**src/source/cpu_consts.svh**
```systemverilog
/* widths and fixed encodings for the pipeline sources
   the halt opcode must not collide with any supported MIPS opcode */
`ifndef CPU_CONSTS_SVH
`define CPU_CONSTS_SVH

// data and address width
`define WORD_W 32

// register index width, 32 registers
`define REG_W 5

// first fetch address after reset
`define PC_INIT 32'h0000_0000

// link register for JAL, which this core does not implement
`define RET_REG 5'd31

`define HALT_OP 6'b111111

`endif
```
**src/source/cpu_types_pkg.sv**
```systemverilog
/* pipeline types; opcode and funct values follow MIPS-I encodings */
`default_nettype none
`include "cpu_consts.svh"

package cpu_types_pkg;

  typedef logic [`WORD_W-1:0] word_t;
  typedef logic [`REG_W-1:0]  regbits_t;

  typedef enum logic [5:0] {
    RTYPE = 6'h00,
    J     = 6'h02,
    BEQ   = 6'h04,
    ADDIU = 6'h09,
    ORI   = 6'h0d,
    LUI   = 6'h0f,
    LW    = 6'h23,
    SW    = 6'h2b,
    HALT  = `HALT_OP
  } opcode_t;

  // only the R-type functions the core executes
  typedef enum logic [5:0] {
    ADDU = 6'h21,
    SUBU = 6'h23,
    AND  = 6'h24,
    OR   = 6'h25,
    SLT  = 6'h2a
  } funct_t;

  typedef enum logic [2:0] {
    ALU_ADD,
    ALU_SUB,
    ALU_AND,
    ALU_OR,
    ALU_SLT,
    ALU_LUI
  } aluop_t;

  // mux selects
  typedef enum logic {SRC_REG, SRC_IMM} alusrc_t;
  typedef enum logic {DST_RD, DST_RT} regdst_t;
  typedef enum logic {WB_ALU, WB_LOAD} wbsel_t;
  typedef enum logic [1:0] {EXT_ZERO, EXT_SIGN, EXT_UPPER} extend_t;
  typedef enum logic [1:0] {FWD_REG, FWD_MEM, FWD_WB} fwd_sel_t;

endpackage

`default_nettype wire

```
**src/source/datapath.sv**
```systemverilog
/* five-stage pipeline; a request holds until ihit/dhit, BEQ resolves in MEM and
   squashes three younger instructions, J resolves in ID; halt stays high until reset */
`timescale 1ns/1ns
`default_nettype none
`include "cpu_consts.svh"

module datapath
  import cpu_types_pkg::*;
(
  input  logic  CLK,
  input  logic  arst_n,
  output logic  imem_ren,
  output word_t imem_addr,
  input  word_t imem_load,
  input  logic  ihit,
  output logic  dmem_ren,
  output logic  dmem_wen,
  output word_t dmem_addr,
  output word_t dmem_store,
  input  word_t dmem_load,
  input  logic  dhit,
  output logic  halt
);
  // fetch
  word_t    pc, pc_plus4, pc_next;
  logic     running, ihit_eff, halting;
  // decode
  word_t    if_id_instr, if_id_npc, imm_ext, jump_target, rdat1, rdat2;
  opcode_t  opcode_id;
  funct_t   func_id;
  regbits_t rs_id, rt_id, rd_id;
  aluop_t   ctl_alu_op;
  alusrc_t  ctl_alu_src;
  regdst_t  ctl_reg_dst;
  wbsel_t   ctl_wb_sel;
  extend_t  ctl_extend;
  logic     ctl_reg_wen, ctl_dren, ctl_dwen, ctl_branch, ctl_jump, ctl_halt;
  // execute
  aluop_t   id_ex_alu_op;
  alusrc_t  id_ex_alu_src;
  regdst_t  id_ex_reg_dst;
  wbsel_t   id_ex_wb_sel;
  logic     id_ex_reg_wen, id_ex_dren, id_ex_dwen, id_ex_branch, id_ex_halt;
  regbits_t id_ex_rs, id_ex_rt, id_ex_rd, dest_ex;
  word_t    id_ex_rdat1, id_ex_rdat2, id_ex_imm, id_ex_npc;
  word_t    alu_a, alu_b, rt_fwd, store_fwd, alu_result, branch_target;
  logic     alu_zero;
  fwd_sel_t fwd_a, fwd_b, fwd_store;
  // memory
  wbsel_t   ex_mem_wb_sel;
  logic     ex_mem_reg_wen, ex_mem_dren, ex_mem_dwen, ex_mem_branch, ex_mem_halt;
  logic     ex_mem_zero, take_branch;
  regbits_t ex_mem_dest;
  word_t    ex_mem_result, ex_mem_store, ex_mem_target;
  // writeback
  wbsel_t   mem_wb_wb_sel;
  logic     mem_wb_reg_wen, mem_wb_halt;
  regbits_t mem_wb_dest;
  word_t    mem_wb_result, mem_wb_load, wdat;
  // stage control
  logic     pc_en, if_id_en, id_ex_en, ex_mem_en, mem_wb_en;
  logic     if_id_flush, id_ex_flush, ex_mem_flush;

  function automatic word_t fwd_mux(fwd_sel_t sel, word_t reg_val, word_t mem_val,
                                    word_t wb_val);
    word_t val;
    case (sel)
      FWD_MEM: val = mem_val;
      FWD_WB:  val = wb_val;
      default: val = reg_val;
    endcase
    return val;
  endfunction

  register_file u_regs (
    .CLK(CLK), .arst_n(arst_n), .wen(mem_wb_reg_wen), .wsel(mem_wb_dest), .wdat(wdat),
    .rsel1(rs_id), .rsel2(rt_id), .rdat1(rdat1), .rdat2(rdat2)
  );

  control_unit u_ctrl (
    .opcode(opcode_id), .func(func_id), .alu_op(ctl_alu_op), .alu_src(ctl_alu_src),
    .reg_dst(ctl_reg_dst), .wb_sel(ctl_wb_sel), .extend(ctl_extend), .reg_wen(ctl_reg_wen),
    .dmem_ren_req(ctl_dren), .dmem_wen_req(ctl_dwen), .branch(ctl_branch),
    .jump(ctl_jump), .halt_req(ctl_halt)
  );

  hazard_unit u_hazard (
    .ihit(ihit_eff), .dhit(dhit), .dmem_busy(ex_mem_dren || ex_mem_dwen),
    .load_ex(id_ex_dren), .rt_ex(id_ex_rt), .rs_id(rs_id), .rt_id(rt_id),
    .jump_id(ctl_jump), .take_branch(take_branch), .halted(halting),
    .pc_en(pc_en), .if_id_en(if_id_en), .id_ex_en(id_ex_en), .ex_mem_en(ex_mem_en),
    .mem_wb_en(mem_wb_en), .if_id_flush(if_id_flush), .id_ex_flush(id_ex_flush),
    .ex_mem_flush(ex_mem_flush)
  );

  forward_unit u_fwd (
    .rs_ex(id_ex_rs), .rt_ex(id_ex_rt), .dest_mem(ex_mem_dest), .wen_mem(ex_mem_reg_wen),
    .load_mem(ex_mem_dren), .dest_wb(mem_wb_dest), .wen_wb(mem_wb_reg_wen),
    .fwd_a(fwd_a), .fwd_b(fwd_b), .fwd_store(fwd_store)
  );

  alu u_alu (
    .alu_op(id_ex_alu_op), .port_a(alu_a), .port_b(alu_b), .result(alu_result),
    .zero(alu_zero)
  );

  // fetch, nothing is requested before the first cycle out of reset
  assign imem_ren  = running && !halt;
  assign imem_addr = pc;
  assign ihit_eff  = ihit || !imem_ren;
  assign halting   = !running || ctl_halt || id_ex_halt || ex_mem_halt || mem_wb_halt || halt;
  assign pc_plus4  = pc + 32'd4;
  assign pc_next   = take_branch ? ex_mem_target : (ctl_jump ? jump_target : pc_plus4);

  always_ff @(posedge CLK, negedge arst_n) begin
    if (!arst_n) begin
      pc      <= `PC_INIT;
      running <= 1'b0;
      halt    <= 1'b0;
    end else begin
      running <= 1'b1;
      if (pc_en) begin
        pc <= pc_next;
      end
      if (mem_wb_halt) begin
        halt <= 1'b1;
      end
    end
  end

  // IF/ID, a zero word decodes as a no-op
  always_ff @(posedge CLK, negedge arst_n) begin
    if (!arst_n) begin
      if_id_instr <= '0;
    end else if (if_id_en) begin
      if_id_instr <= if_id_flush ? '0 : imem_load;
    end
  end

  always_ff @(posedge CLK) begin
    if (if_id_en) begin
      if_id_npc <= pc_plus4;
    end
  end

  // decode
  assign opcode_id   = opcode_t'(if_id_instr[31:26]);
  assign func_id     = funct_t'(if_id_instr[5:0]);
  assign rs_id       = if_id_instr[25:21];
  assign rt_id       = if_id_instr[20:16];
  assign rd_id       = if_id_instr[15:11];
  assign jump_target = {if_id_npc[31:28], if_id_instr[25:0], 2'b00};

  // lui shifts in the ALU, so only sign and zero extension are needed here
  always_comb begin
    case (ctl_extend)
      EXT_SIGN: imm_ext = {{16{if_id_instr[15]}}, if_id_instr[15:0]};
      default:  imm_ext = {16'h0000, if_id_instr[15:0]};
    endcase
  end

  // ID/EX
  always_ff @(posedge CLK, negedge arst_n) begin
    if (!arst_n) begin
      {id_ex_reg_wen, id_ex_dren, id_ex_dwen, id_ex_branch, id_ex_halt} <= 5'b0;
    end else if (id_ex_en) begin
      {id_ex_reg_wen, id_ex_dren, id_ex_dwen, id_ex_branch, id_ex_halt} <=
        id_ex_flush ? 5'b0 : {ctl_reg_wen, ctl_dren, ctl_dwen, ctl_branch, ctl_halt};
    end
  end

  always_ff @(posedge CLK) begin
    if (id_ex_en) begin
      id_ex_alu_op  <= ctl_alu_op;
      id_ex_alu_src <= ctl_alu_src;
      id_ex_reg_dst <= ctl_reg_dst;
      id_ex_wb_sel  <= ctl_wb_sel;
      id_ex_rs      <= rs_id;
      id_ex_rt      <= rt_id;
      id_ex_rd      <= rd_id;
      id_ex_rdat1   <= rdat1;
      id_ex_rdat2   <= rdat2;
      id_ex_imm     <= imm_ext;
      id_ex_npc     <= if_id_npc;
    end
  end

  // execute
  assign alu_a         = fwd_mux(fwd_a, id_ex_rdat1, ex_mem_result, wdat);
  assign rt_fwd        = fwd_mux(fwd_b, id_ex_rdat2, ex_mem_result, wdat);
  assign store_fwd     = fwd_mux(fwd_store, id_ex_rdat2, ex_mem_result, wdat);
  assign alu_b         = (id_ex_alu_src == SRC_IMM) ? id_ex_imm : rt_fwd;
  assign dest_ex       = (id_ex_reg_dst == DST_RD) ? id_ex_rd : id_ex_rt;
  assign branch_target = id_ex_npc + {id_ex_imm[29:0], 2'b00};

  // EX/MEM
  always_ff @(posedge CLK, negedge arst_n) begin
    if (!arst_n) begin
      {ex_mem_reg_wen, ex_mem_dren, ex_mem_dwen, ex_mem_branch, ex_mem_halt} <= 5'b0;
    end else if (ex_mem_en) begin
      {ex_mem_reg_wen, ex_mem_dren, ex_mem_dwen, ex_mem_branch, ex_mem_halt} <=
        ex_mem_flush ? 5'b0 : {id_ex_reg_wen, id_ex_dren, id_ex_dwen, id_ex_branch, id_ex_halt};
    end
  end

  always_ff @(posedge CLK) begin
    if (ex_mem_en) begin
      ex_mem_wb_sel <= id_ex_wb_sel;
      ex_mem_dest   <= dest_ex;
      ex_mem_result <= alu_result;
      ex_mem_zero   <= alu_zero;
      ex_mem_store  <= store_fwd;
      ex_mem_target <= branch_target;
    end
  end

  // memory, request comes straight from EX/MEM so it holds while frozen
  assign dmem_ren    = ex_mem_dren;
  assign dmem_wen    = ex_mem_dwen;
  assign dmem_addr   = ex_mem_result;
  assign dmem_store  = ex_mem_store;
  assign take_branch = ex_mem_branch && ex_mem_zero;

  // MEM/WB
  always_ff @(posedge CLK, negedge arst_n) begin
    if (!arst_n) begin
      {mem_wb_reg_wen, mem_wb_halt} <= 2'b0;
    end else if (mem_wb_en) begin
      {mem_wb_reg_wen, mem_wb_halt} <= {ex_mem_reg_wen, ex_mem_halt};
    end
  end

  always_ff @(posedge CLK) begin
    if (mem_wb_en) begin
      mem_wb_wb_sel <= ex_mem_wb_sel;
      mem_wb_dest   <= ex_mem_dest;
      mem_wb_result <= ex_mem_result;
      mem_wb_load   <= dmem_load;
    end
  end

  assign wdat = (mem_wb_wb_sel == WB_LOAD) ? mem_wb_load : mem_wb_result;

endmodule

`default_nettype wire

```
**src/source/forward_unit.sv**
```systemverilog
/* operand source selection for EX; a load still in EX/MEM is never a source,
   the hazard unit stalls that case */
`timescale 1ns/1ns
`default_nettype none

module forward_unit
  import cpu_types_pkg::*;
(
  input  regbits_t rs_ex,
  input  regbits_t rt_ex,
  input  regbits_t dest_mem,
  input  logic     wen_mem,
  input  logic     load_mem,
  input  regbits_t dest_wb,
  input  logic     wen_wb,
  output fwd_sel_t fwd_a,
  output fwd_sel_t fwd_b,
  output fwd_sel_t fwd_store
);
  logic mem_ok;
  logic wb_ok;

  // youngest producer first
  function automatic fwd_sel_t pick(regbits_t src, regbits_t dm, logic mok,
                                    regbits_t dw, logic wok);
    fwd_sel_t sel;
    sel = FWD_REG;
    if (mok && (dm == src)) begin
      sel = FWD_MEM;
    end else if (wok && (dw == src)) begin
      sel = FWD_WB;
    end
    return sel;
  endfunction

  assign mem_ok = wen_mem && !load_mem && (dest_mem != '0);
  assign wb_ok  = wen_wb && (dest_wb != '0);

  assign fwd_a     = pick(rs_ex, dest_mem, mem_ok, dest_wb, wb_ok);
  assign fwd_b     = pick(rt_ex, dest_mem, mem_ok, dest_wb, wb_ok);
  assign fwd_store = pick(rt_ex, dest_mem, mem_ok, dest_wb, wb_ok);

endmodule

`default_nettype wire

```
**src/source/hazard_unit.sv**
```systemverilog
/* stage enables and flushes, highest priority first: data wait, branch, jump, halt drain,
   load-use stall, fetch wait; ihit must read high when no fetch is outstanding */
`timescale 1ns/1ns
`default_nettype none

module hazard_unit
  import cpu_types_pkg::*;
(
  input  logic     ihit,
  input  logic     dhit,
  input  logic     dmem_busy,
  input  logic     load_ex,
  input  regbits_t rt_ex,
  input  regbits_t rs_id,
  input  regbits_t rt_id,
  input  logic     jump_id,
  input  logic     take_branch,
  input  logic     halted,
  output logic     pc_en,
  output logic     if_id_en,
  output logic     id_ex_en,
  output logic     ex_mem_en,
  output logic     mem_wb_en,
  output logic     if_id_flush,
  output logic     id_ex_flush,
  output logic     ex_mem_flush
);
  logic mem_wait;
  logic fetch_wait;
  logic load_use;

  assign mem_wait   = dmem_busy && !dhit;
  assign fetch_wait = !ihit;
  assign load_use   = load_ex && (rt_ex != '0) && ((rt_ex == rs_id) || (rt_ex == rt_id));

  always_comb begin
    {pc_en, if_id_en, id_ex_en, ex_mem_en, mem_wb_en} = 5'b11111;
    {if_id_flush, id_ex_flush, ex_mem_flush} = 3'b000;
    if (mem_wait || (take_branch && fetch_wait)) begin
      // whole pipe holds, a redirect waits until the open fetch completes
      {pc_en, if_id_en, id_ex_en, ex_mem_en, mem_wb_en} = 5'b00000;
    end else if (take_branch) begin
      {if_id_flush, id_ex_flush, ex_mem_flush} = 3'b111;
    end else if ((jump_id && fetch_wait) || (!jump_id && !halted && load_use)) begin
      // keep ID, bubble into EX
      pc_en       = 1'b0;
      if_id_en    = 1'b0;
      id_ex_flush = 1'b1;
    end else if (jump_id) begin
      if_id_flush = 1'b1;
    end else if (halted || fetch_wait) begin
      // no new instruction enters decode
      pc_en       = 1'b0;
      if_id_flush = 1'b1;
    end
  end

endmodule

`default_nettype wire

```
**src/source/control_unit.sv**
```systemverilog
/* main decoder; any unsupported opcode or funct decodes as a no-op with no writes */
`timescale 1ns/1ns
`default_nettype none

module control_unit
  import cpu_types_pkg::*;
(
  input  opcode_t opcode,
  input  funct_t  func,
  output aluop_t  alu_op,
  output alusrc_t alu_src,
  output regdst_t reg_dst,
  output wbsel_t  wb_sel,
  output extend_t extend,
  output logic    reg_wen,
  output logic    dmem_ren_req,
  output logic    dmem_wen_req,
  output logic    branch,
  output logic    jump,
  output logic    halt_req
);

  always_comb begin
    alu_op       = ALU_ADD;
    alu_src      = SRC_REG;
    reg_dst      = DST_RT;
    wb_sel       = WB_ALU;
    extend       = EXT_SIGN;
    reg_wen      = 1'b0;
    dmem_ren_req = 1'b0;
    dmem_wen_req = 1'b0;
    branch       = 1'b0;
    jump         = 1'b0;
    halt_req     = 1'b0;
    case (opcode)
      RTYPE: begin
        reg_dst = DST_RD;
        reg_wen = 1'b1;
        case (func)
          ADDU:    alu_op = ALU_ADD;
          SUBU:    alu_op = ALU_SUB;
          AND:     alu_op = ALU_AND;
          OR:      alu_op = ALU_OR;
          SLT:     alu_op = ALU_SLT;
          // includes the all-zero bubble word
          default: reg_wen = 1'b0;
        endcase
      end
      ADDIU: begin
        alu_src = SRC_IMM;
        reg_wen = 1'b1;
      end
      ORI: begin
        alu_op  = ALU_OR;
        alu_src = SRC_IMM;
        extend  = EXT_ZERO;
        reg_wen = 1'b1;
      end
      LUI: begin
        alu_op  = ALU_LUI;
        alu_src = SRC_IMM;
        extend  = EXT_ZERO;
        reg_wen = 1'b1;
      end
      LW: begin
        alu_src      = SRC_IMM;
        wb_sel       = WB_LOAD;
        reg_wen      = 1'b1;
        dmem_ren_req = 1'b1;
      end
      SW: begin
        alu_src      = SRC_IMM;
        dmem_wen_req = 1'b1;
      end
      // equality test through subtract, target built from the sign-extended offset
      BEQ: begin
        alu_op = ALU_SUB;
        branch = 1'b1;
      end
      J:       jump = 1'b1;
      HALT:    halt_req = 1'b1;
      default: reg_wen = 1'b0;
    endcase
  end

endmodule

`default_nettype wire

```
**src/source/alu.sv**
```systemverilog
/* combinational ALU; slt compares as signed, lui takes the low half of port_b */
`timescale 1ns/1ns
`default_nettype none

module alu
  import cpu_types_pkg::*;
(
  input  aluop_t alu_op,
  input  word_t  port_a,
  input  word_t  port_b,
  output word_t  result,
  output logic   zero
);

  always_comb begin
    case (alu_op)
      ALU_ADD: result = port_a + port_b;
      ALU_SUB: result = port_a - port_b;
      ALU_AND: result = port_a & port_b;
      ALU_OR:  result = port_a | port_b;
      ALU_SLT: begin
        result = '0;
        if ($signed(port_a) < $signed(port_b)) begin
          result[0] = 1'b1;
        end
      end
      // immediate arrives zero extended, move it to the upper half
      ALU_LUI: result = {port_b[15:0], 16'h0000};
      default: result = port_a + port_b;
    endcase
  end

  // beq subtracts, equal operands give zero
  assign zero = (result == '0);

endmodule

`default_nettype wire

```
**src/source/register_file.sv**
```systemverilog
/* 32 x 32 register file, r0 reads as zero
   a read of the register written this cycle returns the new value */
`timescale 1ns/1ns
`default_nettype none
`include "cpu_consts.svh"

module register_file
  import cpu_types_pkg::*;
(
  input  logic     CLK,
  input  logic     arst_n,
  input  logic     wen,
  input  regbits_t wsel,
  input  word_t    wdat,
  input  regbits_t rsel1,
  input  regbits_t rsel2,
  output word_t    rdat1,
  output word_t    rdat2
);
  word_t regs [2**`REG_W];
  logic  wr_live;

  assign wr_live = wen && (wsel != '0);

  always_ff @(posedge CLK, negedge arst_n) begin
    if (!arst_n) begin
      for (int i = 0; i < 2**`REG_W; i++) begin
        regs[i] <= '0;
      end
    end else if (wr_live) begin
      regs[wsel] <= wdat;
    end
  end

  // bypass so decode sees the writeback of the same cycle
  assign rdat1 = (wr_live && (wsel == rsel1)) ? wdat : regs[rsel1];
  assign rdat2 = (wr_live && (wsel == rsel2)) ? wdat : regs[rsel2];

endmodule

`default_nettype wire

```
**config.mk**
```make
export PLATFORM = sky130hd
export DESIGN_NAME = datapath
export DESIGN_NICKNAME = d
export VERILOG_FILES = /design/src/source/cpu_types_pkg.sv /design/src/source/datapath.sv /design/src/source/forward_unit.sv /design/src/source/hazard_unit.sv /design/src/source/control_unit.sv /design/src/source/alu.sv /design/src/source/register_file.sv
export VERILOG_INCLUDE_DIRS = /design/src /design/src/source
export SDC_FILE = /design/constraint.sdc
export NUM_CORES = 2
export LEC_CHECK = 0
export ABC_AREA = 1
export BUFFER_PORTS_ARGS = -buffer_cell sky130_fd_sc_hd__buf_2
export CELL_PAD_IN_SITES_DETAIL_PLACEMENT = 0
export CELL_PAD_IN_SITES_GLOBAL_PLACEMENT = 1
export CORE_MARGIN = 5
export CORE_UTILIZATION = 48
export DETAILED_ROUTE_END_ITERATION = 7
export GPL_TIMING_DRIVEN = 1
export PLACE_DENSITY_LB_ADDON = 0.08
export SYNTH_ARGS = -nofsm -noshare
export SYNTH_HDL_FRONTEND = slang
export SYNTH_SLANG_ARGS = --single-unit
```
**constraint.sdc**
```tcl
create_clock -name CLK -period 13.12 [get_ports CLK]
set_input_delay 2.624 -clock CLK [delete_from_list [all_inputs] [get_ports CLK]]
set_output_delay 2.624 -clock CLK [all_outputs]
set_load 0.02 [all_outputs]
```
==> key figures <==
Finish
  • Fillers: 15,920
  • Nets: around 10,000
  • Most frequent cells in the layout: o21ai_0 (2,265), nand2_1 (1,518), dfrtp_1 (1,092), a21oi_1 (1,066), nor2_1 (971)
  • Most common cell after layout, fill and taps aside: o21ai_0
  • Fin util: 0.5251
  • Cell area after layout: 87,620 µm²
  • Fraction of layout cells with a size suffix above 1: 0.07516
  • Area growth syn-to-layout: 8.927%

Routing
  • Number of detailed-route iterations in the first pass: 6
  • Post-Route WL: around 340,000 µm
  • Vias per cell: roughly 6.2
  • Final ANT Viol Nets: 0
  • DR iter-0 viols: roughly 10,000
  • DR WL/cell: between 20 and 30 µm
  • Via count: ~76,000
  • Drt drc: 0

Logic synthesis
  • Main synth FF type: dfrtp_1
  • Area leader, netlist: dfrtp_1
  • Count of different cell masters after synthesis: 69
  • Ys Warns: 0
  • Post-synth net total: 10,580
  • Synth Area per Inst: between 7 and 8 µm²
  • Sequential share of the synthesized area: 0.4675
  • Cell count after synthesis: roughly 10,000
  • Post-synth EDFFs: approximately 330
  • Mapped Area: 80,440 µm²
  • Post-synthesis register bit count: 1,436
  • Synth area leaders: dfrtp_1 (34%), o21ai_0 (14%), edfxtp_1 (12%)
  • Async SR Flop Fraction: 0.7674
  • Top-area cell type share of the netlist area: 0.3428

Timing
  • Period utilization: 0.4451
  • Count of final hold-check violations: 0
  • Actual slew at the worst max-slew pin: 1.315 ns
  • Slew Limit Fails: 0
  • Max Clk Rate: roughly 170 MHz
  • Slew margin rel.: 0.1143
  • Final count of negative-setup-slack endpoints: 0
  • Final Critical Period: ~6 ns
  • RSZ-0062 raised after global routing: no
  • Fin Setup TNS: 0 ns
  • Final setup skew: 0.05740 ns
  • Post-route setup slack: around 7.3 ns

Power and ir drop
  • Switching pwr: around 4000 µW
  • LEAKAGE: 0.03796 µW
  • VDD IR max: 0.0001276 V
  • Comb pwr share: 0.187
  • Internal: a little over 8000 µW
  • Power consumption: around 12,000 µW
  • Sw frac: 0.3276
  • Clk pwr share: 0.385
  • Pwr/cell area: 140.6 nW/µm²
  • Seq pwr share: 0.428

Global route
  • Largest net degree at the start of global routing: roughly 230
  • First-pass GRT wire length: between 400,000 and 500,000 µm
  • Initial antenna violation count: 27
  • GRT Total Usage: 0.3760
  • Grt ovf: 0
  • Vias in the first global route: roughly 72,000

Worst setup path
  • CP peak stage delay: roughly 0.84 ns
  • CP startpoint kind: register
  • Buf/Inv on CP: 2
  • Crit Path Class: reg -> reg
  • Worst path cell trace: xor2_1 -> nor4_1 -> nand2_1 -> nand2_2 -> inv_2 -> a221oi_1 -> ha_1 -> nor2_1 -> nand2_1 -> nand2_1 -> inv_1 -> nand2_2 -> nand2_1 -> nand2_1 -> nand2_1 -> nand3_1 -> nand3_1 -> nor2_1 -> nand2_1 -> nor2_1 -> nand3_1 -> nor2_1 -> nand2_1 -> nor2_1
  • Critical Path AT: around 6.5 ns
  • Worst-path maximum fanout: 17
  • Critical Path End Type: register
  • Slowest stage cell, crit path: a221oi_1
  • Worst Path Required: 13.77 ns
  • Most common cell on crit path: nand2_1
  • Largest delay share family, worst path: simple AND/OR/NAND/NOR gates

Floorplan
  • Die ar.: ~180,000 µm²
  • Die Wd: roughly 420 µm
  • Row count: 150
  • Die height: 419.4 µm
  • Area of the core: ~170,000 µm²
  • Initial core utilization: 0.4821
  • IO Count: about 170

Clock network
  • H-Tree Depth: 4
  • CTS tree: done
  • Cts repair resizes: 0
  • Skew-Pair Late Insertion Delay: 0.84 ns
  • Max Root-Sink Buffers: 3
  • Hold-fix buffers, CTS: 0
  • Number of buffers created by CTS: around 160
  • Clock root buffer: clkbuf_16
  • Clk pin slew, worst setup/hold paths: ~0.06 ns
  • Setup Fix Bufs, Post-CTS: 0
  • Clock sinks: roughly 1,400

Run
  • Max Cap Viol: 0

Placement
  • Pre-CTS WS: approximately 7.4 ns
  • # port buffers: between 150 and 200
  • RePlAce Congestion: a little over 0.9
  • Dpl cell area: about 82,000 µm²
  • Post-detail-place hpwl: approximately 200,000 µm

Outcome
  • Status: complete, no violations

Hold path
  • Worst min-delay path class: reg -> reg
[cells by family after synthesis]
family | synth area share
AOI/OAI and AO/OA | 0.2552
xor gates and xnor gates | 0.009566
adders and majority gates | 0.02050
buffers and inverters | 0.08684
DFF | 0.4675
other | 0.00004662
and+or+nand+nor | 0.1603
[cell type report]
| cell class | count | area (µm²) | share of cell area |
|---|---|---|---|
| diodes | 10 | 25.02 | 0.0002856 |
| repair buffers | 315 | 2107 | 0.02405 |
| well taps | 2204 | 2758 | 0.03147 |
| inverters | 907 | 3442 | 0.03928 |
| multi-input cells | 7182 | 36200 | 0.4131 |
| flip-flops and latches | 1436 | 37640 | 0.4296 |
| clock buffers | 230 | 4644 | 0.05301 |
| clock inverters | 69 | 807.0 | 0.009211 |
[flip-flops by register name, summed over array words and instances (netlist names), 3 cells and up]
| name | cells |
|---|---|
| dmem_addr | 32 |
| dmem_store | 32 |
| ex_mem_dest | 5 |
| ex_mem_target | 32 |
| id_ex_alu_op | 3 |
| id_ex_imm | 12 |
| id_ex_npc | 32 |
| id_ex_rd | 5 |
| id_ex_rdat1 | 32 |
| id_ex_rdat2 | 32 |
| id_ex_rs | 5 |
| id_ex_rt | 5 |
| if_id_instr | 32 |
| if_id_npc | 32 |
| imem_addr | 32 |
| mem_wb_dest | 5 |
| mem_wb_load | 32 |
| mem_wb_result | 32 |
| u_regs.regs | 1024 |
[worst reg2reg max path, stage by stage (launching register included)]
cell      delay, ns
edfxtp_1       0.46
xor2_1         0.18
nor4_1         0.37
nand2_1        0.48
nand2_2        0.52
inv_2          0.30
a221oi_1       0.84
ha_1           0.48
nor2_1         0.31
nand2_1        0.09
nand2_1        0.09
inv_1          0.05
nand2_2        0.10
nand2_1        0.08
nand2_1        0.14
nand2_1        0.08
nand3_1        0.10
nand3_1        0.17
nor2_1         0.14
nand2_1        0.06
nor2_1         0.16
nand3_1        0.17
nor2_1         0.12
nand2_1        0.06
nor2_1         0.11
[per-stage QoR]
step | std cells | hold slack [ns]
floorplan | 10380 | 0.4003
global route | 12340 | 0.4007
global placement | 12040 | 0.3752
CTS | 12340 | 0.3913
finish | 12350 | 0.3927
detailed placement | 12040 | 0.3785
[power by group through the flow]
| stage | sequential (µW) | clock [µW] | combinational, µW |
|---|---|---|---|
| 2_1_floorplan | 5270 | 0 | 1310 |
| 3_3_place_gp | 5340 | 0 | 2260 |
| 3_5_place_dp | 5330 | 0 | 2250 |
| 4_1_cts | 5260 | 4780 | 2270 |
| 5_1_grt | 5300 | 4970 | 2490 |
| 6_report | 5270 | 4740 | 2310 |
[Yosys cell counts (9+ instances only)]
master,count
a211oi_1,66
edfxtp_1,334
xor2_1,63
xnor2_1,23
inv_2,29
o22ai_1,35
buf_2,150
nor3_1,41
clkinv_1,9
o311ai_0,14
buf_4,23
nand3_1,433
nand3_2,13
buf_1,58
o21ai_0,2275
dfrtp_1,1102
inv_1,868
nand4_1,51
nand2_2,13
ha_1,127
nand2_1,1527
o21ai_1,51
buf_6,14
nor2_1,988
a221oi_1,40
o211ai_1,97
a221oi_2,12
nor4_1,13
o21bai_1,27
o32ai_1,17
nor2_2,17
a21oi_1,1067
clkbuf_1,606
o221ai_1,78
or2_2,13
[layer usage]
metal  wire length [µm]  track usage  vias to the layer above
li1                   -            -                    34440
met5                 55            0                        -
met3              32250      0.07171                      811
met2             145500       0.5639                     4176
met1             142000       0.5283                    36580
met4              17350       0.1735                       10
[final timing paths]
kind	start	to	slack, ns	cells past startpoint
worst max-delay path	ex_mem_dest[1]	ex_mem_zero	7.28	24
worst min-delay path	u_regs.regs[997]	u_regs.regs[997]	0.39	0
worst max register to register	ex_mem_dest[1]	ex_mem_zero	7.28	24
worst min register to register	u_regs.regs[997]	u_regs.regs[997]	0.39	0
max in group asynchronous	arst_n	u_regs.regs[556]	8.94	3
min in group asynchronous	arst_n	u_regs.regs[442]	1.81	1
Note: power is estimated with default switching activity, not from simulation.
